===== config.mk =====
export PLATFORM = sky130hd
export DESIGN_NAME = vec_decoder
export DESIGN_NICKNAME = d
export VERILOG_FILES = /design/src/hw/vec_pkg.sv /design/src/hw/vec_decoder.sv
export SDC_FILE = /design/constraint.sdc
export NUM_CORES = 1
export LEC_CHECK = 0
export ABC_AREA = 0
export BUFFER_PORTS_ARGS = -buffer_cell sky130_fd_sc_hd__buf_2
export CAP_MARGIN = 0
export CORE_MARGIN = 8
export CORE_UTILIZATION = 40
export CTS_CLUSTER_SIZE = 20
export DETAILED_ROUTE_END_ITERATION = 12
export PLACE_DENSITY = 0.8
export SYNTH_ARGS = -nofsm -noshare
export SYNTH_HDL_FRONTEND = slang
export SYNTH_SLANG_ARGS = --single-unit

===== constraint.sdc =====
create_clock -name clk -period 0.8 [get_ports clk]
set_input_delay 0.04 -clock clk [delete_from_list [all_inputs] [get_ports clk]]
set_output_delay 0.04 -clock clk [all_outputs]
set_load 0.01 [all_outputs]

===== src/hw/vec_pkg.sv =====
package vec_pkg;

    localparam int PHIT_W    = 64;
    localparam int NUM_LANES = 4;
    localparam int LANE_W    = PHIT_W / NUM_LANES;  // 16-bit integer lanes
    localparam int ADDR_W    = 6;                    // register file entry address
    localparam int VL_W      = 5;                    // holds 1..16
    localparam int INSTR_W   = 32;

    typedef enum logic [3:0] {
        OP_SETVL  = 4'h1,
        OP_SPLAT  = 4'h2,
        OP_SLOAD  = 4'h3,
        OP_MAC    = 4'h4,
        OP_SSTORE = 4'h5
    } opcode_e;

    typedef logic [NUM_LANES-1:0][LANE_W-1:0] phit_t;

    // register form: three entry addresses
    typedef struct packed {
        opcode_e                        op;
        logic [ADDR_W-1:0]              vd;
        logic [ADDR_W-1:0]              vs1;
        logic [ADDR_W-1:0]              vs2;
        logic [INSTR_W-4-3*ADDR_W-1:0]  rsvd;
    } instr_reg_t;

    // immediate form, used by splat and set vector length
    typedef struct packed {
        opcode_e                           op;
        logic [ADDR_W-1:0]                 vd;
        logic [LANE_W-1:0]                 imm;
        logic [INSTR_W-4-ADDR_W-LANE_W-1:0] rsvd;
    } instr_imm_t;

    typedef union packed {
        instr_reg_t r;
        instr_imm_t i;
    } instr_u;

    typedef struct packed {
        logic              valid;
        opcode_e           op;
        logic [ADDR_W-1:0] vd;
        logic [ADDR_W-1:0] vs1;
        logic [ADDR_W-1:0] vs2;
        logic [LANE_W-1:0] imm;
    } cmd_t;

    typedef struct packed {
        logic              valid;
        opcode_e           op;
        logic [ADDR_W-1:0] rd_vd;
        logic [ADDR_W-1:0] rd_vs1;
        logic [ADDR_W-1:0] rd_vs2;
        logic [ADDR_W-1:0] wr_addr;
    } rd_req_t;

    typedef struct packed {
        logic              valid;
        logic [ADDR_W-1:0] addr;
        phit_t             data;
    } wr_req_t;

endpackage

===== src/hw/vec_decoder.sv =====
module vec_decoder (
    input  logic            clk,
    input  logic            i_arst_n,
    input  logic            i_instr_valid,
    input  vec_pkg::instr_u i_instr,
    input  logic            i_busy,
    output vec_pkg::cmd_t   o_cmd
);

    logic                          legal;
    logic                          accept;
    logic                          valid_q;
    vec_pkg::opcode_e              op_q;
    logic [vec_pkg::ADDR_W-1:0]    vd_q;
    logic [vec_pkg::ADDR_W-1:0]    vs1_q;
    logic [vec_pkg::ADDR_W-1:0]    vs2_q;
    logic [vec_pkg::LANE_W-1:0]    imm_q;

    always_comb begin
        case (i_instr.r.op)
            vec_pkg::OP_SETVL,
            vec_pkg::OP_SPLAT,
            vec_pkg::OP_SLOAD,
            vec_pkg::OP_MAC,
            vec_pkg::OP_SSTORE: legal = 1'b1;
            default:            legal = 1'b0;  // unknown opcode, dropped
        endcase
    end

    assign accept = i_instr_valid && !i_busy && legal;

    always_ff @(posedge clk or negedge i_arst_n) begin
        if (!i_arst_n) begin
            valid_q <= 1'b0;
        end else begin
            valid_q <= accept;  // single-cycle command strobe
        end
    end

    // fields stay put until the next accepted instruction
    always_ff @(posedge clk) begin
        if (accept) begin
            op_q  <= i_instr.r.op;
            vd_q  <= i_instr.r.vd;
            vs1_q <= i_instr.r.vs1;
            vs2_q <= i_instr.r.vs2;
            imm_q <= i_instr.i.imm;  // same word, immediate view
        end
    end

    always_comb begin
        o_cmd.valid = valid_q;
        o_cmd.op    = op_q;
        o_cmd.vd    = vd_q;
        o_cmd.vs1   = vs1_q;
        o_cmd.vs2   = vs2_q;
        o_cmd.imm   = imm_q;
    end

endmodule


Word level (Yosys, flattened, before mapping)
Cells that the tools add are included.
- register bits after elaboration: 39
- bits of input ports: 36
- logic and storage cells: 16
- equality and inequality tests: 5
- mux-type cells: 1
- reduce and logical (&&, ||, !) cells: 4
- operators by type and width (operator ; count):
    4-bit by 2-bit == test with 1-bit output, second input constant ; 2
    4-bit by 3-bit == test with 1-bit output, second input constant ; 2
    5-bit OR reduction ; 1
    4-bit by 1-bit == test with 1-bit output, second input constant ; 1
    1-bit logical AND ; 2
    1-bit logical NOT ; 1
    1-bit 2-to-1 mux ; 1

Longest topological paths before layout
- depth after elaboration: 4
- depth in mapped cells: 2
- gate-level depth less buffers: 2

Least setup slack after synthesis
No wires, ideal clock.
- path kind: input -> register
- start: in i_instr[31] (netlist name)
- end: reg imm_q[0] (netlist name) (enable)
- arrival: 1.608 ns
- setup slack: -1.217 ns
- stages: 2
- buffers on the path: 0
- cells stage by stage: or3b_1 a211oi_2
- cells in the longest elaborated chain, start to end: 4
- ends and longest elaborated chain (item ; line ; text):
    from (decl) ; vec_decoder.sv:5 ; input vec_pkg::instr_u i_instr,
    4-bit by 1-bit == test with 1-bit output (tied with other cells) ; vec_decoder.sv:20 ; case (i_instr.r.op)
    5-bit OR reduction (*) ; vec_decoder.sv:20 ;
    1-bit 2-to-1 mux (*) ; vec_decoder.sv:20 ;
    1-bit logical AND (*) ; vec_decoder.sv:30 ; assign accept = i_instr_valid && !i_busy && legal;
    via accept ; vec_decoder.sv:11 ; logic accept;
    to (signal assigned) ; vec_decoder.sv:47 ; imm_q <= i_instr.i.imm;
    to (decl) ; vec_decoder.sv:17 ; logic [vec_pkg::LANE_W-1:0] imm_q;
Mark *: on every way through the listed nets, which the timed path passes. The rest lies on a longest branch.
A chain may end at the register's enable or synchronous reset.

Worst setup path in the final report
- start: reg op_q[2]
- end: out o_cmd[36] (netlist name)
- RTL lines (item ; line ; text):
    from (decl) ; vec_decoder.sv:13 ; vec_pkg::opcode_e op_q;
    from (signal assigned) ; vec_decoder.sv:43 ; op_q <= i_instr.r.op;
    to (decl) ; vec_decoder.sv:7 ; output vec_pkg::cmd_t o_cmd
No word-level cell between the ends.

==> metrics.md <==
| Metric | Value |
|---|---|
| FP Rows | 17 |
| Wire per inst | 15.7 µm |
| Die height | around 64 µm |
| Largest net degree at the start of global routing | 17 |
| Critical path's largest stage delay | 0.42 ns |
| Number of port buffers | 68 |
| Maximum vdd drop | roughly 1.6 mV |
| # IOs | 75 |
| Slowest cell on the critical path | edfxtp_1 |
| # fillers | 157 |
| Final max-slew violation count | 0 |
| Die Width | between 60 and 70 µm |
| Critical path class | flop to primary output |
| Area grow syn2layout | 67.3% |
| Status | finished, violations left |
| Clock sink total | 27 |
| Post-synthesis register bit count | 27 |
| Pwr per Cell Area | 1630 nW/µm² |
| Final hold vios | 0 |
| Layout cells sized above 1 | about 59% |
| Worst Path Required | 0.76 ns |
| Drt via density | ~4.3 |
| Area of the multi-input gates | ~36 µm² |
| Yosys warnings | 0 |
| CP startpoint kind | flop |
| Post-synth cell types | 6 |
| Syn_nets | slightly below 80 |
| CTS tree | yes |
| Top layer in use | met4 |
| Initial antenna violation count | 0 |
| CORE AREA | approximately 2200 µm² |
| Final nets | 169 |
| Measured slew at the worst slew-check pin | between 0.2 and 0.25 ns |
| LEAKAGE | around 0.00068 µW |
| Tmin final | roughly 0.94 ns |
| Met2 wire length | ~1.2 mm |
| Area after DPL | between 1000 and 1500 µm² |
| CTS H-tree lvls | 1 |
| Crit path arrival time | roughly 0.90 ns |
| CP max FO | 1 |
| GRT overflow | 0 |
| Final Cycle Share | 118% |
| DRT iter0 DRCs | 12 |
| Final setup viols | between 60 and 70 |
| Clk buf depth | 2 |
| Gate count of the mapped netlist | 43 |
| Buffer and inverter count on the worst path | 1 |
| Number of routed nets with antenna violations | 0 |
| CTS Root Cell | clkbuf_4 |
| Setup ws final | -0.140 ns |
| Detailed Routing Iterations Pass 1 | 6 |
| Die area | roughly 4100 µm² |
| Crit path from | op_q[2] |
| Initial Utilization | between 40% and 50% |
| N_diodes | 0 |
| Global-route wire length before repair | between 3 and 4 mm |
| Crit path cell chain | buf_2 |
| Violated checks | negative setup slack |
| CTS buffer count | 3 |
| M1 WL | 768 µm |
| Clk slew on worst S/H paths | 0.14 ns |
| Total GRT Usage | about 11% |
| Syn Area/Cell | between 20 and 25 µm² |
| Max-cap viol count | 0 |
| Rel. slew slack | 84.5% |
| RSZ-0062 raised after global routing | yes |
| Delay-heaviest family, CP | flip-flops |
| Hold Slack | 0.0259 ns |
| Vias in the first global route | 772 |
| Min-Delay Path Class | input pin to flop |
| Post-route cell area | 1560 µm² |
| Sequential-to-total area share from yosys stat | roughly 87% |
| Most common cell after layout, fill and taps aside | buf_2 |
| Worst Hold End | op_q[2] |
| DRC viols | 0 |
| Reg area | about 800 µm² |
| Routability cong. | roughly 0.66 |
| Hold Crit Start | i_instr[30] |
| Synthesized area | about 930 µm² |
| Hold Path Cell Cnt | 2 |
| Total number of vias | about 690 |
| Commonest cells after routing, fill and taps aside | buf_2, dlygate4sd3_1, edfxtp_1, buf_6, clkbuf_4 |
| Setup TNS | -6.61 ns |
| Fmax | 1060 MHz |
| Worst Setup End Kind | primary output |
| Post-Route WL | 2.51 mm |
| DR WL met3 | 537 µm |
==> kinds of logic after synthesis <==
logic type             after synthesis  synth area share (%)
flip-flops                          27                  86.7
buffers and inverters               13                  10.5
AND/OR/NAND/NOR                      2                  1.48
AO/OA/AOI/OAI                        1                  1.35
==> per-layer routing <==
metal	vias to the layer above	global-route usage [%]
met5	-	0
met4	0	4.09
met3	2	10.3
met2	50	18.9
met1	310	8.91
li1	323	-
==> worst max path at each step <==
stage                           end  depth (start not counted)
after floorplan            imm_q[0]                          2
after global placement     imm_q[2]                          4
after detailed placement   imm_q[2]                          4
after CTS                 o_cmd[22]                          1
after global routing      o_cmd[36]                          1
final                     o_cmd[36]                          1
==> power by group <==
part / internal (µW) / total [µW] / switching (µW)
logic: 205 / 345 / 140
registers: 1610 / 1630 / 17.0
clock network: 187 / 555 / 369
total: 2000 / 2530 / 526
==> synth_stat cells <==
cell | count | area share, %
or3b_1 | 1 | 0.94
nor3_1 | 1 | 0.54
edfxtp_1 | 26 | 84
a211oi_2 | 1 | 1.3
dfrtp_1 | 1 | 2.7
buf_4 | 13 | 10
==> what timing repair did <==
| action | CTS | global route |
|---|---|---|
| endpoints found under the setup margin | 65 | 65 |
| hold buffers | 26 | 0 |
| setup buffers | 0 | 0 |
| gates resized for setup | 2 | 3 |
| hold endpoints to repair | 26 | 0 |
==> registers in the layout (all words and copies together), names as in the netlist <==
name and count:
vd_q 6, vs1_q 6, imm_q 5, vs2_q 5, op_q 4, valid_q 1
==> per-stage QoR <==
stage / cells / total power (µW) / setup slack (ns) / util, %
final: 160 / 2530 / -0.140 / 70.3
after global routing: 160 / 2610 / -0.164 / 70.3
after CTS: 160 / 2530 / -0.117 / 69.9
after detailed placement: 130 / 1900 / -0.494 / 56.4
after global placement: 130 / 1890 / -0.474 / 56.4
after floorplan: 43 / 1760 / -0.780 / -
==> area by class of cell <==
type                       count  share of cell area [%]
tap                           28                    2.25
timing repair buffer          98                    41.8
clock buffer                   3                    1.45
clock inverter                 1                   0.322
sequential                    27                    51.8
multi-input combinational      3                    2.33
No activity file was read; power rests on OpenSTA's default activity.
