## config.mk

```make
export PLATFORM = sky130hd
export DESIGN_NAME = lane_mac
export DESIGN_NICKNAME = d
export VERILOG_FILES = /design/src/hw/vec_pkg.sv /design/src/hw/lane_mac.sv
export SDC_FILE = /design/constraint.sdc
export NUM_CORES = 1
export LEC_CHECK = 0
export ABC_CLOCK_PERIOD_IN_PS = 2800
export BUFFER_PORTS_ARGS = -buffer_cell sky130_fd_sc_hd__buf_2
export CORE_AREA = 3 3 142 281
export DETAILED_ROUTE_END_ITERATION = 7
export DIE_AREA = 0 0 145 284
export HOLD_SLACK_MARGIN = 0.08
export PLACE_DENSITY = 0.85
export SLEW_MARGIN = 20
export SYNTH_ARGS = -nofsm -noshare
export SYNTH_HDL_FRONTEND = slang
export SYNTH_SLANG_ARGS = --single-unit
```

## constraint.sdc

```tcl
create_clock -name clk -period 2.8 [get_ports clk]
set_clock_uncertainty 0.2 [all_clocks]
set_input_delay 0.14 -clock clk [delete_from_list [all_inputs] [get_ports clk]]
set_output_delay 0.14 -clock clk [all_outputs]
set_load 0.02 [all_outputs]
```

## src/hw/vec_pkg.sv

```systemverilog
package vec_pkg;

    localparam int PHIT_W    = 64;
    localparam int NUM_LANES = 4;
    localparam int LANE_W    = PHIT_W / NUM_LANES;  // 16-bit integer lanes
    localparam int ADDR_W    = 6;                    // register file entry address
    localparam int VL_W      = 5;                    // holds 1..16
    localparam int INSTR_W   = 32;

    typedef enum logic [3:0] {
        OP_SETVL  = 4'h1,
        OP_SPLAT  = 4'h2,
        OP_SLOAD  = 4'h3,
        OP_MAC    = 4'h4,
        OP_SSTORE = 4'h5
    } opcode_e;

    typedef logic [NUM_LANES-1:0][LANE_W-1:0] phit_t;

    // register form: three entry addresses
    typedef struct packed {
        opcode_e                        op;
        logic [ADDR_W-1:0]              vd;
        logic [ADDR_W-1:0]              vs1;
        logic [ADDR_W-1:0]              vs2;
        logic [INSTR_W-4-3*ADDR_W-1:0]  rsvd;
    } instr_reg_t;

    // immediate form, used by splat and set vector length
    typedef struct packed {
        opcode_e                           op;
        logic [ADDR_W-1:0]                 vd;
        logic [LANE_W-1:0]                 imm;
        logic [INSTR_W-4-ADDR_W-LANE_W-1:0] rsvd;
    } instr_imm_t;

    typedef union packed {
        instr_reg_t r;
        instr_imm_t i;
    } instr_u;

    typedef struct packed {
        logic              valid;
        opcode_e           op;
        logic [ADDR_W-1:0] vd;
        logic [ADDR_W-1:0] vs1;
        logic [ADDR_W-1:0] vs2;
        logic [LANE_W-1:0] imm;
    } cmd_t;

    typedef struct packed {
        logic              valid;
        opcode_e           op;
        logic [ADDR_W-1:0] rd_vd;
        logic [ADDR_W-1:0] rd_vs1;
        logic [ADDR_W-1:0] rd_vs2;
        logic [ADDR_W-1:0] wr_addr;
    } rd_req_t;

    typedef struct packed {
        logic              valid;
        logic [ADDR_W-1:0] addr;
        phit_t             data;
    } wr_req_t;

endpackage
```

## src/hw/lane_mac.sv

```systemverilog
module lane_mac (
    input  logic                       clk,
    input  logic                       i_arst_n,
    input  vec_pkg::rd_req_t           i_req,
    input  vec_pkg::phit_t             i_rd_vd,
    input  vec_pkg::phit_t             i_rd_vs1,
    input  vec_pkg::phit_t             i_rd_vs2,
    input  logic [vec_pkg::LANE_W-1:0] i_imm,
    input  vec_pkg::phit_t             i_stream_data,
    output logic                       o_result_valid,
    output vec_pkg::opcode_e           o_result_op,
    output logic [vec_pkg::ADDR_W-1:0] o_result_addr,
    output vec_pkg::phit_t             o_result
);

    logic                       req_valid_q;
    vec_pkg::opcode_e           req_op_q;
    logic [vec_pkg::ADDR_W-1:0] req_addr_q;
    vec_pkg::phit_t             stream_q;
    vec_pkg::phit_t             result_d;

    // request stage lines up with the register file read
    always_ff @(posedge clk or negedge i_arst_n) begin
        if (!i_arst_n) begin
            req_valid_q    <= 1'b0;
            o_result_valid <= 1'b0;
        end else begin
            req_valid_q    <= i_req.valid;
            o_result_valid <= req_valid_q;
        end
    end

    always_ff @(posedge clk) begin
        req_op_q   <= i_req.op;
        req_addr_q <= i_req.wr_addr;
        if (i_req.valid) begin
            stream_q <= i_stream_data;  // phit that came with this request
        end
    end

    always_comb begin
        for (int l = 0; l < vec_pkg::NUM_LANES; l++) begin
            case (req_op_q)
                vec_pkg::OP_MAC:   result_d[l] = i_rd_vd[l] + i_rd_vs1[l] * i_rd_vs2[l];
                vec_pkg::OP_SPLAT: result_d[l] = i_imm;
                vec_pkg::OP_SLOAD: result_d[l] = stream_q[l];
                default:           result_d[l] = i_rd_vs1[l];  // store passes vs1
            endcase
        end
    end

    always_ff @(posedge clk) begin
        o_result_op   <= req_op_q;
        o_result_addr <= req_addr_q;
        o_result      <= result_d;  // mac wraps at 16 bits
    end

endmodule

```

---- After elaboration in Yosys (flattened, before gate mapping) ----
Cells that the tools add are included.
W data, S select, Z words.
storage, ports and cells
  bits in registers ....................... 150
  latch bits .............................. 0
  memory bits (writable) .................. 0
  memory bits (read-only) ................. 0
  output and inout port bits .............. 75
  word-level logic and storage cells ...... 29
  memories ................................ 0
operators by class
  $add $sub $neg .......................... 4
  multiply operators ...................... 4
  divide/modulo/power cells ............... 0
  $lt $le $gt $ge ......................... 0
  equal/unequal tests ..................... 3
  shifts and indexed selects .............. 0
  mux-type cells .......................... 4
  bitwise gates (word level) .............. 0
  reduce and logical (&&, ||, !) cells .... 0
operators with widths
  operator              count
  $pmux W16 S3          4
  $add A16 B16 Y16      4
  $mul A16 B16 Y16      4
  $eq A4 B2 Y1 const B  2
  $eq A4 B3 Y1 const B  1

---- Logic depth before layout (Yosys ltp) ----
  word-level depth ........................ 3
  gate-level depth with buffers ........... 21
  depth with buffers taken out ............ 20

---- Worst setup path after synthesis ----
OpenSTA, ideal clock, no wires.
  path kind ............................... input-to-reg
  from .................................... in i_rd_vs2[18] (netlist name)
  to ...................................... reg o_result[31] (netlist name)
  library setup time ...................... 0.122 ns
  arrival time ............................ 5.078 ns
  required time ........................... 2.478 ns
  slack ................................... -2.600 ns
  stages on the path ...................... 20
  path buffers ............................ 1
  cell sequence ........................... clkbuf_1 and2_1 fa_1 inv_1 fa_1 fa_1 fa_1 inv_1 fa_1 inv_1 fa_1 inv_1 ha_1 a21o_1 a21oi_1 o31ai_2 a21o_1 a21oi_2 xnor2_1 o32a_1
RTL lines
  what                  line            text
  start, declared       lane_mac.sv:7   input vec_pkg::phit_t i_rd_vs2,
  end signal, assigned  lane_mac.sv:55  o_result <= result_d;
  end, declared         lane_mac.sv:13  output vec_pkg::phit_t o_result

==> flow_summary.json <==
{
  "synth_flop_cell": "dfxtp_1",
  "finalWirelength_um": 106700,
  "irDropWorstVdd_mv": 1.314,
  "hpwlAfterDp_um": 66640,
  "ctsRootBufferMaster": "clkbuf_16",
  "multi_input_area_sq_um": 18760,
  "period_needed_ns": 5.038,
  "synth-edff-count": 64,
  "ys.warnings.count": 0,
  "final_area_sq_um": 33390,
  "syn_nets": 3466,
  "nets": 4312,
  "regArea_sq_um": 3655,
  "route.detailed.drc": 0,
  "die_y_um": 284,
  "clock.fmax_mhz": 198.5,
  "gr-total-overflow": 0,
  "synth_top_cell_by_area": "fa_1",
  "grt_start_max_net_pins": 56,
  "synth_top_cell_area_share_pct": 32.83,
  "powerDensity_nw_per_um2": 1371,
  "netlist_instances": 2579,
  "violations": "negative setup slack",
  "postLayoutSetupSlackWorst_ns": -2.238,
  "rows": 101,
  "die-area_sq_um": 41180,
  "grt_pass1_wl_um": 142500,
  "placed_area_sq_um": 28550,
  "wire_per_inst_um": 26.91,
  "syn_area_per_cell_sq_um": 8.890,
  "max-cap-violations": 0,
  "drt_iter0_drc": 2547,
  "hp-class": "in -> reg",
  "worstPathMaxFanout": 3,
  "syn_area_sq_um": 22930,
  "initial_utilization_pct": 60.28,
  "cp.required_ns": 2.93,
  "first_pass_iters": 6,
  "synth.distinct_cells": 47,
  "viasPerCell": 6.147,
  "core_area_sq_um": 38040,
  "synth_area_leaders": "fa_1 (33%), ha_1 (11%), inv_1 (10%)",
  "vias": 24378,
  "ys_ff_latch": 150,
  "clk_latency_ns": 0.47,
  "drive_gt1_share_pct": 36.10,
  "p_total_uw": 45770,
  "worst-setup-path-type": "in -> reg",
  "io_buffers": 359,
  "rsz0062_at_grt": "true",
  "crit_path_end_kind": "flip-flop",
  "arrival_ns": 5.17,
  "async_reset_ff_share_pct": 1.333,
  "finalCritPeriodShare_pct": 179.9,
  "die_w_um": 145,
  "grt_pass1_vias": 26093,
  "numCtsBuffers": 17,
  "cp-start-kind": "input pin",
  "hold_viol": 0,
  "whs_ns": 0.1008,
  "ios": 378,
  "cts_tree": "yes",
  "antenna_found_initial": 16,
  "gp_congestion": 1.000,
  "clk_path_buf_depth": 2,
  "synthToLayoutAreaGrowth_pct": 45.65,
  "clk_pin_slew_ns": 0.09,
  "slew_violations": 0,
  "htree_levels": 4,
  "fillers": 1654,
  "antenna_left": 0,
  "cts_sinks": 150,
  "seq_area_frac_synth_pct": 15.93,
  "worst_pin_slew_ns": 1.425,
  "leakage_uw": 0.01646,
  "status": "finished with violations",
  "grt_use_total_pct": 45.46,
  "finalSetupViolations": 52,
  "maxSlewHeadroom_pct": 5.023
}
cells in the final DEF, fill, tap and decap left out, types with 10 or more instances in the layout:
master         instances
inv_2                 88
and2_1               155
o21a_1                11
fa_2                  33
ha_1                 127
and2_4                62
o221ai_2              13
a21oi_2               17
nand2_2               24
nand2_1              371
buf_12                14
nand2_4               10
clkbuf_16             17
ha_4                  72
fa_1                 343
a21oi_1               68
buf_8                 13
a21o_1                17
dfxtp_1               83
buf_2                297
xor2_1                28
dlygate4sd3_1        141
buf_6                126
a221o_1               17
nor2b_1               13
nor2_1                38
edfxtp_1              64
xnor2_1              105
diode_2               13
buf_4                332
inv_1                548
final cells by class:
type                       count  share of cell area, %
clock buffer                  18                  1.315
inverter                     636                  7.149
tap                          515                  1.930
sequential                   150                  10.94
multi-input combinational   1697                  56.17
antenna                       13                0.09741
timing repair buffer         923                  21.81
clock inverter                14                 0.5770
final timing paths:
check	startpoint	end	slack, ns	cells past startpoint
setup / recovery	i_rd_vs1[58]	o_result[63]	-2.24	20
max in group asynchronous	i_arst_n	req_valid_q	1.90	3
min in group asynchronous	i_arst_n	o_result_valid	0.36	3
hold / removal	i_req[5]	req_addr_q[5]	0.10	2
hold reg to reg	req_addr_q[5]	o_result_addr[5]	0.14	0
setup reg to reg	req_op_q[3]	o_result[9]	-0.16	4
cells in the mapped netlist (17+ instances only):
| cell | n |
|---|---|
| inv_1 | 636 |
| nand2_1 | 405 |
| fa_1 | 376 |
| and2_1 | 217 |
| ha_1 | 208 |
| xnor2_1 | 116 |
| a21oi_1 | 92 |
| clkbuf_1 | 89 |
| dfxtp_1 | 84 |
| edfxtp_1 | 64 |
| nor2_1 | 47 |
| xor2_1 | 32 |
| o221ai_1 | 23 |
| a21o_1 | 17 |
| a221o_1 | 17 |
flip-flops by register name, summed over array words and instances, names as in the netlist:
name / count
o_result: 64
o_result_addr: 6
o_result_op: 4
o_result_valid: 1
req_addr_q: 6
req_op_q: 4
req_valid_q: 1
stream_q: 64
timing repair:
action	4_1_cts	5_1_grt
endpoints found under the setup margin	52	52
hold buffers	138	3
endpoints found under the hold margin	166	6
buffers inserted	31	53
pin swaps	169	162
resized for setup	371	198
per-layer routing:
layer  GRT usage (%)  vias to the layer above  part of all wire (%)
li1                -                     9460                     -
met1           43.79                    11438                    28
met2           79.22                     2371                    46
met3           11.15                     1103                    12
met4           41.02                        6                    14
met5               0                        -                 0.022
logic make-up after synthesis:
kind of cell / share of synthesized area (%)
xor+xnor: 6.046
flops: 15.93
compound gates: 7.121
buf+inv: 11.99
simple gates: 14.72
fa+ha+maj: 44.18
stage by stage:
step                      util, %  setup slack (ns)  setup TNS (ns)  instances
after floorplan                 -            -2.369          -68.11       2579
after global placement      75.06            -2.558          -94.22       3716
after detailed placement    75.06            -2.622          -97.64       3716
after CTS                   84.70            -2.069          -66.38       3910
after global routing        87.76            -2.305          -80.23       3961
final                       87.79            -2.238          -77.34       3966
worst max-delay path: stages:
cell     delay, ns
buf_12        0.10
and2_4        0.15
fa_1          0.55
inv_2         0.05
fa_1          0.58
fa_1          0.45
fa_1          0.55
inv_2         0.05
fa_1          0.50
inv_2         0.05
fa_1          0.49
inv_2         0.05
ha_4          0.22
a21o_1        0.18
a21oi_2       0.20
o31ai_4       0.10
a21o_1        0.18
a21oi_2       0.14
xnor2_1       0.11
o32a_1        0.32
power by group:
group	total [uW]	switching (uW)	internal, uW
clock	2590	1140	1460
sequential	2790	192	2600
combinational	40400	21100	19300
total	45800	22400	23400
Power figures use the tool's default switching activity.
