--- src/hw/vec_pkg.sv ---
package vec_pkg;

    localparam int PHIT_W    = 64;
    localparam int NUM_LANES = 4;
    localparam int LANE_W    = PHIT_W / NUM_LANES;  // 16-bit integer lanes
    localparam int ADDR_W    = 6;                    // register file entry address
    localparam int VL_W      = 5;                    // holds 1..16
    localparam int INSTR_W   = 32;

    typedef enum logic [3:0] {
        OP_SETVL  = 4'h1,
        OP_SPLAT  = 4'h2,
        OP_SLOAD  = 4'h3,
        OP_MAC    = 4'h4,
        OP_SSTORE = 4'h5
    } opcode_e;

    typedef logic [NUM_LANES-1:0][LANE_W-1:0] phit_t;

    // register form: three entry addresses
    typedef struct packed {
        opcode_e                        op;
        logic [ADDR_W-1:0]              vd;
        logic [ADDR_W-1:0]              vs1;
        logic [ADDR_W-1:0]              vs2;
        logic [INSTR_W-4-3*ADDR_W-1:0]  rsvd;
    } instr_reg_t;

    // immediate form, used by splat and set vector length
    typedef struct packed {
        opcode_e                           op;
        logic [ADDR_W-1:0]                 vd;
        logic [LANE_W-1:0]                 imm;
        logic [INSTR_W-4-ADDR_W-LANE_W-1:0] rsvd;
    } instr_imm_t;

    typedef union packed {
        instr_reg_t r;
        instr_imm_t i;
    } instr_u;

    typedef struct packed {
        logic              valid;
        opcode_e           op;
        logic [ADDR_W-1:0] vd;
        logic [ADDR_W-1:0] vs1;
        logic [ADDR_W-1:0] vs2;
        logic [LANE_W-1:0] imm;
    } cmd_t;

    typedef struct packed {
        logic              valid;
        opcode_e           op;
        logic [ADDR_W-1:0] rd_vd;
        logic [ADDR_W-1:0] rd_vs1;
        logic [ADDR_W-1:0] rd_vs2;
        logic [ADDR_W-1:0] wr_addr;
    } rd_req_t;

    typedef struct packed {
        logic              valid;
        logic [ADDR_W-1:0] addr;
        phit_t             data;
    } wr_req_t;

endpackage
--- src/hw/writeback_result.sv ---
module writeback_result (
    input  logic                       clk,
    input  logic                       i_arst_n,
    input  logic                       i_result_valid,
    input  vec_pkg::opcode_e           i_result_op,
    input  logic [vec_pkg::ADDR_W-1:0] i_result_addr,
    input  vec_pkg::phit_t             i_result,
    output vec_pkg::wr_req_t           o_wr,
    output logic                       o_stream_valid,
    output vec_pkg::phit_t             o_stream_data,
    output logic                       o_drain_done
);

    logic is_store;

    assign is_store = (i_result_op == vec_pkg::OP_SSTORE);

    // everything but a store goes back into the register file
    always_comb begin
        o_wr.valid = i_result_valid && !is_store;
        o_wr.addr  = i_result_addr;
        o_wr.data  = i_result;
    end

    always_ff @(posedge clk or negedge i_arst_n) begin
        if (!i_arst_n) begin
            o_stream_valid <= 1'b0;
        end else begin
            o_stream_valid <= i_result_valid && is_store;
        end
    end

    always_ff @(posedge clk) begin
        if (i_result_valid && is_store) begin
            o_stream_data <= i_result;
        end
    end

    // one pulse per entry leaving, the walker counts them down
    assign o_drain_done = o_wr.valid || o_stream_valid;

endmodule

--- config.mk ---
export PLATFORM = sky130hd
export DESIGN_NAME = writeback_result
export DESIGN_NICKNAME = d
export VERILOG_FILES = /design/src/hw/vec_pkg.sv /design/src/hw/writeback_result.sv
export SDC_FILE = /design/constraint.sdc
export NUM_CORES = 1
export LEC_CHECK = 0
export BUFFER_PORTS_ARGS = -buffer_cell sky130_fd_sc_hd__buf_2
export CAP_MARGIN = 20
export CORE_AREA = 2 2 85 87
export DETAILED_ROUTE_END_ITERATION = 6
export DIE_AREA = 0 0 87 89
export GPL_ROUTABILITY_DRIVEN = 0
export GPL_TIMING_DRIVEN = 0
export PLACE_DENSITY = 0.78
export SLEW_MARGIN = 20
export SYNTH_ARGS = -nofsm -noshare
export SYNTH_HDL_FRONTEND = slang
export SYNTH_SLANG_ARGS = --single-unit
--- constraint.sdc ---
create_clock -name clk -period 0.8 [get_ports clk]
set_input_delay 0.04 -clock clk [delete_from_list [all_inputs] [get_ports clk]]
set_output_delay 0.04 -clock clk [all_outputs]
set_load 0.005 [all_outputs]
Yosys cells after proc, flatten, opt, wreduce, memory -nomap -nowiden. Index checks and enable logic that the tools add are counted.

Equal/unequal tests: 1. Reductions and logical operators: 4.

Operator list (number): == test 4 x 3 -> 1 bit, second input constant (1); logical AND 1 bit (2); zero test 1 bit (1); logical OR 1 bit (1).

Logic and storage cells: 10. Register bits: 65. Input port bits: 77.

Longest topological paths before layout. Gate-level depths: netlist of the first run.

Depth after elaboration: 4. Depth in mapped cells: 2. Mapped depth without buffers: 2.

Least setup slack after synthesis of the first run. No wires, ideal clock.

Kind: input-to-reg. Start: in i_result_op[3]. End: reg o_stream_data[0] (netlist name) (enable). Path slack: -1.497 ns. Setup time: 0.429 ns. Buffers on the path: 0. Stages on the path: 2. Data arrival time: 1.867 ns. Path through: and4bb_1 -> and2_1.

Longest elaborated chain between the ends: 2.

Ends and longest elaborated chain: from (decl) (RTL line writeback_result.sv:5) `input vec_pkg::opcode_e i_result_op,`; == test 4 x 3 -> 1 bit (RTL line writeback_result.sv:16) `assign is_store = (i_result_op == vec_pkg::OP_SSTORE);`; logical AND 1 bit (RTL line writeback_result.sv:34) `if (i_result_valid && is_store) begin`; to (signal assigned) (RTL line writeback_result.sv:35) `o_stream_data <= i_result;`; to (decl) (RTL line writeback_result.sv:10) `output vec_pkg::phit_t o_stream_data,`.

Every way passes these cells. A chain may end at the register's enable or synchronous reset.

Final worst setup path of the first run.
Start: reg o_stream_valid. End: out o_drain_done.

Longest elaborated chain between the ends: 1.

Ends and longest elaborated chain: from (decl) (RTL line writeback_result.sv:9) `output logic o_stream_valid,`; from (signal assigned) (RTL line writeback_result.sv:29) `o_stream_valid <= i_result_valid && is_store;`; logical OR 1 bit (RTL line writeback_result.sv:40) `assign o_drain_done = o_wr.valid || o_stream_valid;`; to (decl) (RTL line writeback_result.sv:11) `output logic o_drain_done`.

Every way passes these cells.

==> results of run 1 <==
-- cell usage after synthesis --
master    instances
and2_1            1
and4bb_1          1
buf_4            70
dfrtp_1           1
edfxtp_1         64
inv_1             1
nor2_1            1
o21bai_1          1
-- registers in the layout (all words and copies together), names as in the netlist --
register	count
o_stream_valid	1
o_stream_data	64
-- metal layers --
metal,global-route usage,vias up,wire [microns]
met3,0.0526,15,656
li1,-,1016,-
met1,0.171,971,2520
met5,0,-,0
met2,0.304,128,3870
met4,0.0895,0,132
-- worst paths after layout --
| path | startpoint | to | slack, ps | cells past startpoint |
|---|---|---|---|---|
| setup / recovery | o_stream_valid | o_drain_done | -230 | 2 |
| hold / removal | i_result_addr[3] | o_wr[67] | 250 | 2 |
| max in group asynchronous | i_arst_n | o_stream_valid | 160 | 3 |
| min in group asynchronous | i_arst_n | o_stream_valid | 540 | 3 |
-- kinds of logic (layout without fill, tap and decap cells) --
| kind of cell | after synthesis | after routing | share of synthesized area |
|---|---|---|---|
| compound gates | 1 | 1 | 0.00300 |
| buf+inv | 71 | 361 | 0.211 |
| flops | 65 | 65 | 0.777 |
| simple gates | 3 | 10 | 0.00899 |
-- power groups by stage --
stage	clock network [W]	logic, W	registers, W
2_1_floorplan	0	0.000307	0.00391
3_3_place_gp	0	0.000764	0.00389
3_5_place_dp	0	0.000782	0.00390
4_1_cts	0.00296	0.00104	0.00382
5_1_grt	0.00310	0.00114	0.00382
6_report	0.00292	0.00105	0.00382
-- layout by cell type (no fill, tap or decap) --
cell             n
buf_2          206
buf_4           71
dlygate4sd3_1   66
edfxtp_1        64
clkbuf_8         9
and2_4           8
clkbuf_1         3
bufinv_16        2
clkinv_1         2
inv_1            1
and4bb_4         1
nor2_1           1
o21bai_1         1
buf_6            1
dfrtp_1          1
-- timing repair --
action	in CTS	in global routing
resized for setup	6	4
hold buffers	66	0
gates cloned	3	4
setup buffers	0	1
setup endpoints to repair	131	114
endpoints found under the hold margin	65	0
pin swaps	1	0
-- cell type report --
| type | count | area share |
|---|---|---|
| flip-flops and latches | 65 | 0.424 |
| repair buffers | 274 | 0.373 |
| plain buffers | 70 | 0.115 |
| clock buffers | 12 | 0.0295 |
| well taps | 80 | 0.0218 |
| multi-input cells | 11 | 0.0213 |
| clock inverters | 4 | 0.0147 |
| inverters | 1 | 0.000818 |
-- stage by stage --
stage	utilization	total power (W)	setup WS, ps	TNS, ps	instance area, sq um
5_1_grt	0.683	0.00807	-289	-7180	4590
3_5_place_dp	0.542	0.00468	-753	-48490	3640
4_1_cts	0.676	0.00783	-251	-10750	4540
2_1_floorplan	-	0.00422	-463	-29930	2510
6_report	0.683	0.00780	-232	-4400	4590
3_3_place_gp	0.542	0.00466	-742	-47850	3640
==> impl_metrics.yaml, run 1 <==
power_and_ir_drop:
  ir_drop_mv: 1.12
  clkPwrFrac: 0.375
  p_leak_nw: 2.18
  p_sw_frac: 0.197
  switching_power_w: 0.00153
  p_per_area_mw_per_mm2: 1700
  seqPwrFrac: 0.490
  p_int_w: 0.00626
  p_comb_frac: 0.135
worst_setup_path:
  crit_fanout: 2
  path_cells: "o21bai_1, buf_2"
  crit_arrival_ps: 990
  end_kind: "primary output"
  max_stage_delay_ps: 390
  critPathSlowestCell: "dfrtp_1"
  critPathLaunchType: "register"
  critical_path.top_delay_family: "flip-flops"
  crit_type: "reg2out"
  required_ps: 760
  cp.buffers_inverters: 1
synthesis:
  netlist-cell-type-count: 8
  yosys_warnings: 0
  syn_nets: 217
  syn-cell-area_sq_mm: 0.00251
  syn_avg_cell_area_sq_um: 17.9
  synthCells: 140
  synth_top_area_share: 0.767
  synth_seq_cells: 65
  synthTopCellsByArea: "edfxtp_1, buf_4, dfrtp_1"
  synth_seq_area_share: 0.777
  synth_largest_area_cell: "edfxtp_1"
routing:
  antenna_left: 0
  viasPerCell: 4.12
  num_vias: 2130
  drt-initial-drc-count: 38
  post_drt_wl_per_cell_microns: 13.9
  drt-total-wl_microns: 7180
  drt_pre_antenna_iters: 4
  drc: 0
cts:
  clkSinkCount: 65
  clockBufferDepth: 2
  cts_root_buf: "clkbuf_8"
  htree_levels: 3
  tritoncts: "built"
  clk_pin_slew_worst_paths_ps: 70
  cts_buffers: 9
grt:
  grt_max_degree: 33
  grt_pass1_wl_microns: 9430
  grt_pass1_vias: 1983
  grt-ovfl-total: 0
  grtUsageTotal: 0.167
  antenna_found_initial: 0
final_layout:
  multi_input_area_sq_um: 97.6
  synthToLayoutAreaGrowth_pct: 83.0
  fillers: 473
  drive_gt1_frac: 0.682
  seqCellArea_sq_mm: 0.00195
  antenna_cells: 0
  nets: 509
  fin_cells: 517
outcome:
  violations: "negative setup slack"
  status: "finished with violations"
floorplanning:
  ios: 214
  die_w_microns: 87
  coreArea_sq_mm: 0.00672
  placementRows: 30
  die_area_sq_mm: 0.00774
  initial_core_util: 0.373
  die_height_microns: 89
sta:
  slew_violations: 0
  hold_violations: 0
  setup_ws_ps: -232
  period_needed_ps: 1030
  whs_ps: 246
  tightest_slew_ps: 196
  relSlewSlack: 0.869
  rsz0062_at_grt: "yes"
  clock.fmax_mhz: 969
  setup_viol: 66
  fin_crit_sh: 1.29
placed_design:
  io_buffers: 207
  dpl.cell_count: 427
  place_hpwl_microns: 4510
flow_run:
  drv_cap: 0
hold_path:
  hp-class: "in2out"
(Power assumes the default switching activity.)
==> run 2, diff against run 1 <==
PLACE_DENSITY = 0.85   (was 0.78)
==> impl_metrics.yaml, run 2 (synthesized netlist as in run 1, its figures left out) <==
sta:
  finalSetupTns_ps: -5530
  fin_crit_sh: 1.36
  setup_ws_ps: -289
  tightest_slew_ps: 237
  hold_violations: 0
  relSlewSlack: 0.842
  slew_violations: 0
  setup_viol: 109
  rsz0062_at_grt: "yes"
  period_needed_ps: 1090
  clock.fmax_mhz: 918
final_layout:
  multi_input_area_sq_um: 91.3
  final_common_cell: "buf_2"
  largest_register_ffs: 64
  fin_cells: 520
  final_cell_mix: "buf_2, buf_4, dlygate4sd3_1"
  nets: 512
  regMostFlops: "o_stream_data"
  drive_gt1_frac: 0.693
  antenna_cells: 0
  fillers: 466
  top_regs: "o_stream_data (64), o_stream_valid (1)"
  synthToLayoutAreaGrowth_pct: 86.7
  seqCellArea_sq_mm: 0.00195
grt:
  grt-ovfl-total: 0
  grt_pass1_wl_microns: 10700
  antenna_found_initial: 0
  grt_pass1_vias: 2232
  grtUsageTotal: 0.189
  grt_max_degree: 17
cts:
  tritoncts: "built"
  clk_pin_slew_worst_paths_ps: 70
  clockBufferDepth: 2
  clkSinkCount: 65
  cts_buffers: 9
  htree_levels: 3
  cts_root_buf: "clkbuf_8"
outcome:
  status: "finished with violations"
  violations: "negative setup slack"
power_and_ir_drop:
  p_int_w: 0.00661
  p_per_area_mw_per_mm2: 1750
  p_comb_frac: 0.133
  p_leak_nw: 2.22
  total_power_w: 0.00818
  ir_drop_mv: 1.44
  clkPwrFrac: 0.400
  p_sw_frac: 0.192
  seqPwrFrac: 0.467
  switching_power_w: 0.00157
floorplanning:
  die_area_sq_mm: 0.00774
  ios: 214
  initial_core_util: 0.373
  die_w_microns: 87
  die_height_microns: 89
  coreArea_sq_mm: 0.00672
  placementRows: 30
worst_setup_path:
  critPathSlowestCell: "dfrtp_1"
  end_kind: "primary output"
  crit_type: "reg2out"
  crit_fanout: 2
  crit_start: "o_stream_valid"
  required_ps: 760
  critPathLaunchType: "register"
  crit_arrival_ps: 1050
  max_stage_delay_ps: 410
  path_cells: "o21bai_4, buf_2"
routing:
  drt-total-wl_microns: 7650
  viasPerCell: 4.16
  post_drt_wl_per_cell_microns: 14.7
  drc: 0
  antenna_left: 0
  drt-initial-drc-count: 64
  drt_pre_antenna_iters: 4
  num_vias: 2165
hold_path:
  min_from: "i_result_addr[1]"
  hp-class: "in2out"
placed_design:
  dpl.cell_count: 427
  io_buffers: 207
  place_hpwl_microns: 4580
flow_run:
  drv_cap: 0
==> run 2: cell count changes in the layout (fill, tap and decap cells not counted) <==
| cell | change |
|---|---|
| o21bai_4 | +1 |
| clkinv_1 | -2 |
| buf_2 | -1 |
| buf_8 | +1 |
| o21bai_1 | -1 |
| clkbuf_1 | -1 |
| clkinv_4 | +1 |
| and2_4 | -2 |
| buf_6 | +5 |
| clkinv_2 | +1 |
| bufinv_16 | +1 |
==> run 2: metrics by stage <==
step	cell area (sq um)	setup slack, ps	hold WS (ps)	utilization
final	4680	-289	247	0.696
after global routing	4680	-325	248	0.696
after floorplan	2510	-463	-256	-
after global placement	3640	-728	-184	0.542
after detailed placement	3640	-771	-183	0.542
after CTS	4650	-227	248	0.693
==> run 2: cell type report <==
class / instances / share of cell area
Sequential cell: 65 / 0.416
Timing Repair Buffer: 279 / 0.380
Buffer: 70 / 0.112
Clock buffer: 11 / 0.0281
Clock inverter: 5 / 0.0222
Tap cell: 80 / 0.0214
Multi-Input combinational cell: 9 / 0.0195
Inverter: 1 / 0.000802
==> run 2: worst paths after layout <==
| path | end | slack (ps) | cells past startpoint |
|---|---|---|---|
| worst max-delay path | o_drain_done | -290 | 2 |
| worst min-delay path | o_wr[65] | 250 | 2 |
| max in group asynchronous | o_stream_valid | 140 | 3 |
| min in group asynchronous | o_stream_valid | 550 | 3 |
==> run 2: critical path, delay by kind of cell, from the launching register on <==
| kind | cells | cell delay (ps) |
|---|---|---|
| flip-flops | 1 | 410 |
| AO/OA/AOI/OAI | 1 | 190 |
| buffers and inverters | 1 | 130 |
==> run 2: what timing repair did <==
item / 4_1_cts / 5_1_grt
gates cloned: 5 / 0
hold endpoints to repair: 65 / 0
gates resized for setup: 13 / 5
pin swaps: 2 / 1
buffers inserted: 6 / 0
setup endpoints to repair: 131 / 91
hold buffers: 66 / 0
==> run 2: routing by layer <==
metal,track usage,wire length [microns],part of all wire,vias to the layer above
li1,-,-,-,1023
met1,0.198,2680,0.35,987
met2,0.350,4110,0.54,143
met3,0.0711,727,0.095,12
met4,0.0625,125,0.016,0
met5,0,0,0,-
==> run 2: power groups by stage <==
| stage | clock network, W | registers (W) | logic [W] |
|---|---|---|---|
| 2_1_floorplan | 0 | 0.00391 | 0.000307 |
| 3_3_place_gp | 0 | 0.00390 | 0.000765 |
| 3_5_place_dp | 0 | 0.00390 | 0.000782 |
| 4_1_cts | 0.00334 | 0.00382 | 0.00106 |
| 5_1_grt | 0.00347 | 0.00383 | 0.00118 |
| 6_report | 0.00327 | 0.00382 | 0.00109 |
==> run 3, diff against run 2 <==
CORE_AREA = 2 2 94 78   (was 2 2 85 87)
DIE_AREA = 0 0 96 80   (was 0 0 87 89)
PLACE_DENSITY = 0.86   (was 0.85)
==> impl_metrics.yaml, run 3 (synthesized netlist as in run 1, its figures left out) <==
floorplanning:
  die_w_microns: 96
  coreArea_sq_mm: 0.00672
  ios: 214
  initial_core_util: 0.373
  die_area_sq_mm: 0.00768
  die_height_microns: 80
  placementRows: 27
grt:
  antenna_found_initial: 0
  grt_max_degree: 34
  grt_pass1_wl_microns: 10100
  grt_pass1_vias: 2178
  grtUsageTotal: 0.179
  grt-ovfl-total: 0
final_layout:
  top_regs: "o_stream_data (64), o_stream_valid (1)"
  fin_area_sq_mm: 0.00452
  final_common_cell: "buf_2"
  drive_gt1_frac: 0.684
  regMostFlops: "o_stream_data"
  nets: 503
  final_cell_mix: "buf_2, buf_4, dlygate4sd3_1"
  synthToLayoutAreaGrowth_pct: 80.5
  antenna_cells: 0
  largest_register_ffs: 64
routing:
  viasPerCell: 4.12
  post_drt_wl_per_cell_microns: 13.8
  drc: 0
  num_vias: 2132
  drt_pre_antenna_iters: 4
  drt-initial-drc-count: 51
  antenna_left: 0
  drt-total-wl_microns: 7140
cts:
  cts_buffers: 9
  htree_levels: 3
  clkSinkCount: 65
  cts_root_buf: "clkbuf_8"
  clockBufferDepth: 2
  tritoncts: "built"
  clk_pin_slew_worst_paths_ps: 70
  cts_setup_buffers: 0
power_and_ir_drop:
  total_power_w: 0.00736
  p_leak_nw: 2.14
  p_per_area_mw_per_mm2: 1630
  ir_drop_mv: 1.08
placed_design:
  dpl_cell_area_sq_mm: 0.00365
  io_buffers: 207
  pre_cts_ws_ps: -797
  place_hpwl_microns: 4540
worst_setup_path:
  required_ps: 760
  crit_arrival_ps: 970
  critPathLaunchType: "register"
  crit_fanout: 2
  end_kind: "primary output"
  crit_type: "reg2out"
sta:
  tightest_slew_ps: 446
  fin_crit_sh: 1.26
  relSlewSlack: 0.703
  hold_violations: 0
  clock.fmax_mhz: 990
  setup_ws_ps: -210
  whs_ps: 239
  setup_viol: 97
  rsz0062_at_grt: "yes"
  slew_violations: 0
  period_needed_ps: 1010
hold_path:
  worstHoldEndpoint: "o_stream_valid"
  hp-class: "in2reg"
  min_from: "i_result_valid"
  min_path_cells: 2
outcome:
  status: "finished with violations"
  violations: "negative setup slack"
flow_run:
  drv_cap: 0
run 3: changes by cell type in the layout (fill, tap and decap cells not counted):
| cell | delta |
|---|---|
| and2_4 | -3 |
| buf_4 | -1 |
| buf_6 | -4 |
| buf_8 | -1 |
| bufinv_16 | -3 |
| clkbuf_8 | +2 |
| clkinv_2 | +1 |
| clkinv_4 | -1 |
| clkinvlp_4 | +1 |
| o21bai_1 | +1 |
| o21bai_4 | -1 |
run 3: what timing repair did:
action | in CTS | in global routing
hold buffers | 66 | 0
resized for setup | 4 | 2
pin swaps | 2 | 2
endpoints found under the hold margin | 65 | 0
endpoints found under the setup margin | 131 | 130
gates cloned | 1 | 1
run 3: per-layer routing:
layer,share of wire,track usage
met3,0.098,0.0737
met2,0.52,0.326
met5,0,0
met4,0.019,0.0814
met1,0.37,0.174
run 3: layout make-up:
class                   instances  area (sq um)
plain buffers                  70           526
clock buffers                  13           159
clock inverters                 3          17.5
fillers                       510          2200
inverters                       1          3.75
multi-input cells               6          53.8
flip-flops and latches         65          1950
well taps                      87           109
repair buffers                273          1710
run 3: power by group:
part | leakage [nW] | internal (W) | switching (W)
registers | 0.592 | 0.00381 | 0.0000160
logic | 1.46 | 0.000713 | 0.000334
clock network | 0.0894 | 0.00129 | 0.00120
run 3: worst max-delay path, stage by stage, from the launching register on:
cell      delay [ps]
dfrtp_1          370
o21bai_1         140
buf_2            120
run 3: worst max-delay path by stage:
stage / from / endpoint / slack, ps / cells past startpoint
3_5_place_dp: i_result_op[3] / o_stream_data[31] / -800 / 3
2_1_floorplan: i_result_op[3] / o_stream_data[0] / -460 / 2
6_report: o_stream_valid / o_drain_done / -210 / 2
3_3_place_gp: i_result_op[3] / o_stream_data[20] / -740 / 3
4_1_cts: o_stream_valid / o_drain_done / -240 / 2
5_1_grt: o_stream_valid / o_drain_done / -260 / 2
run 3: through the flow:
step	cells	utilization	setup TNS (ps)
6_report	518	0.673	-10060
5_1_grt	518	0.673	-14630
4_1_cts	517	0.671	-15130
3_5_place_dp	434	0.543	-51370
3_3_place_gp	434	0.543	-47810
2_1_floorplan	140	-	-29930
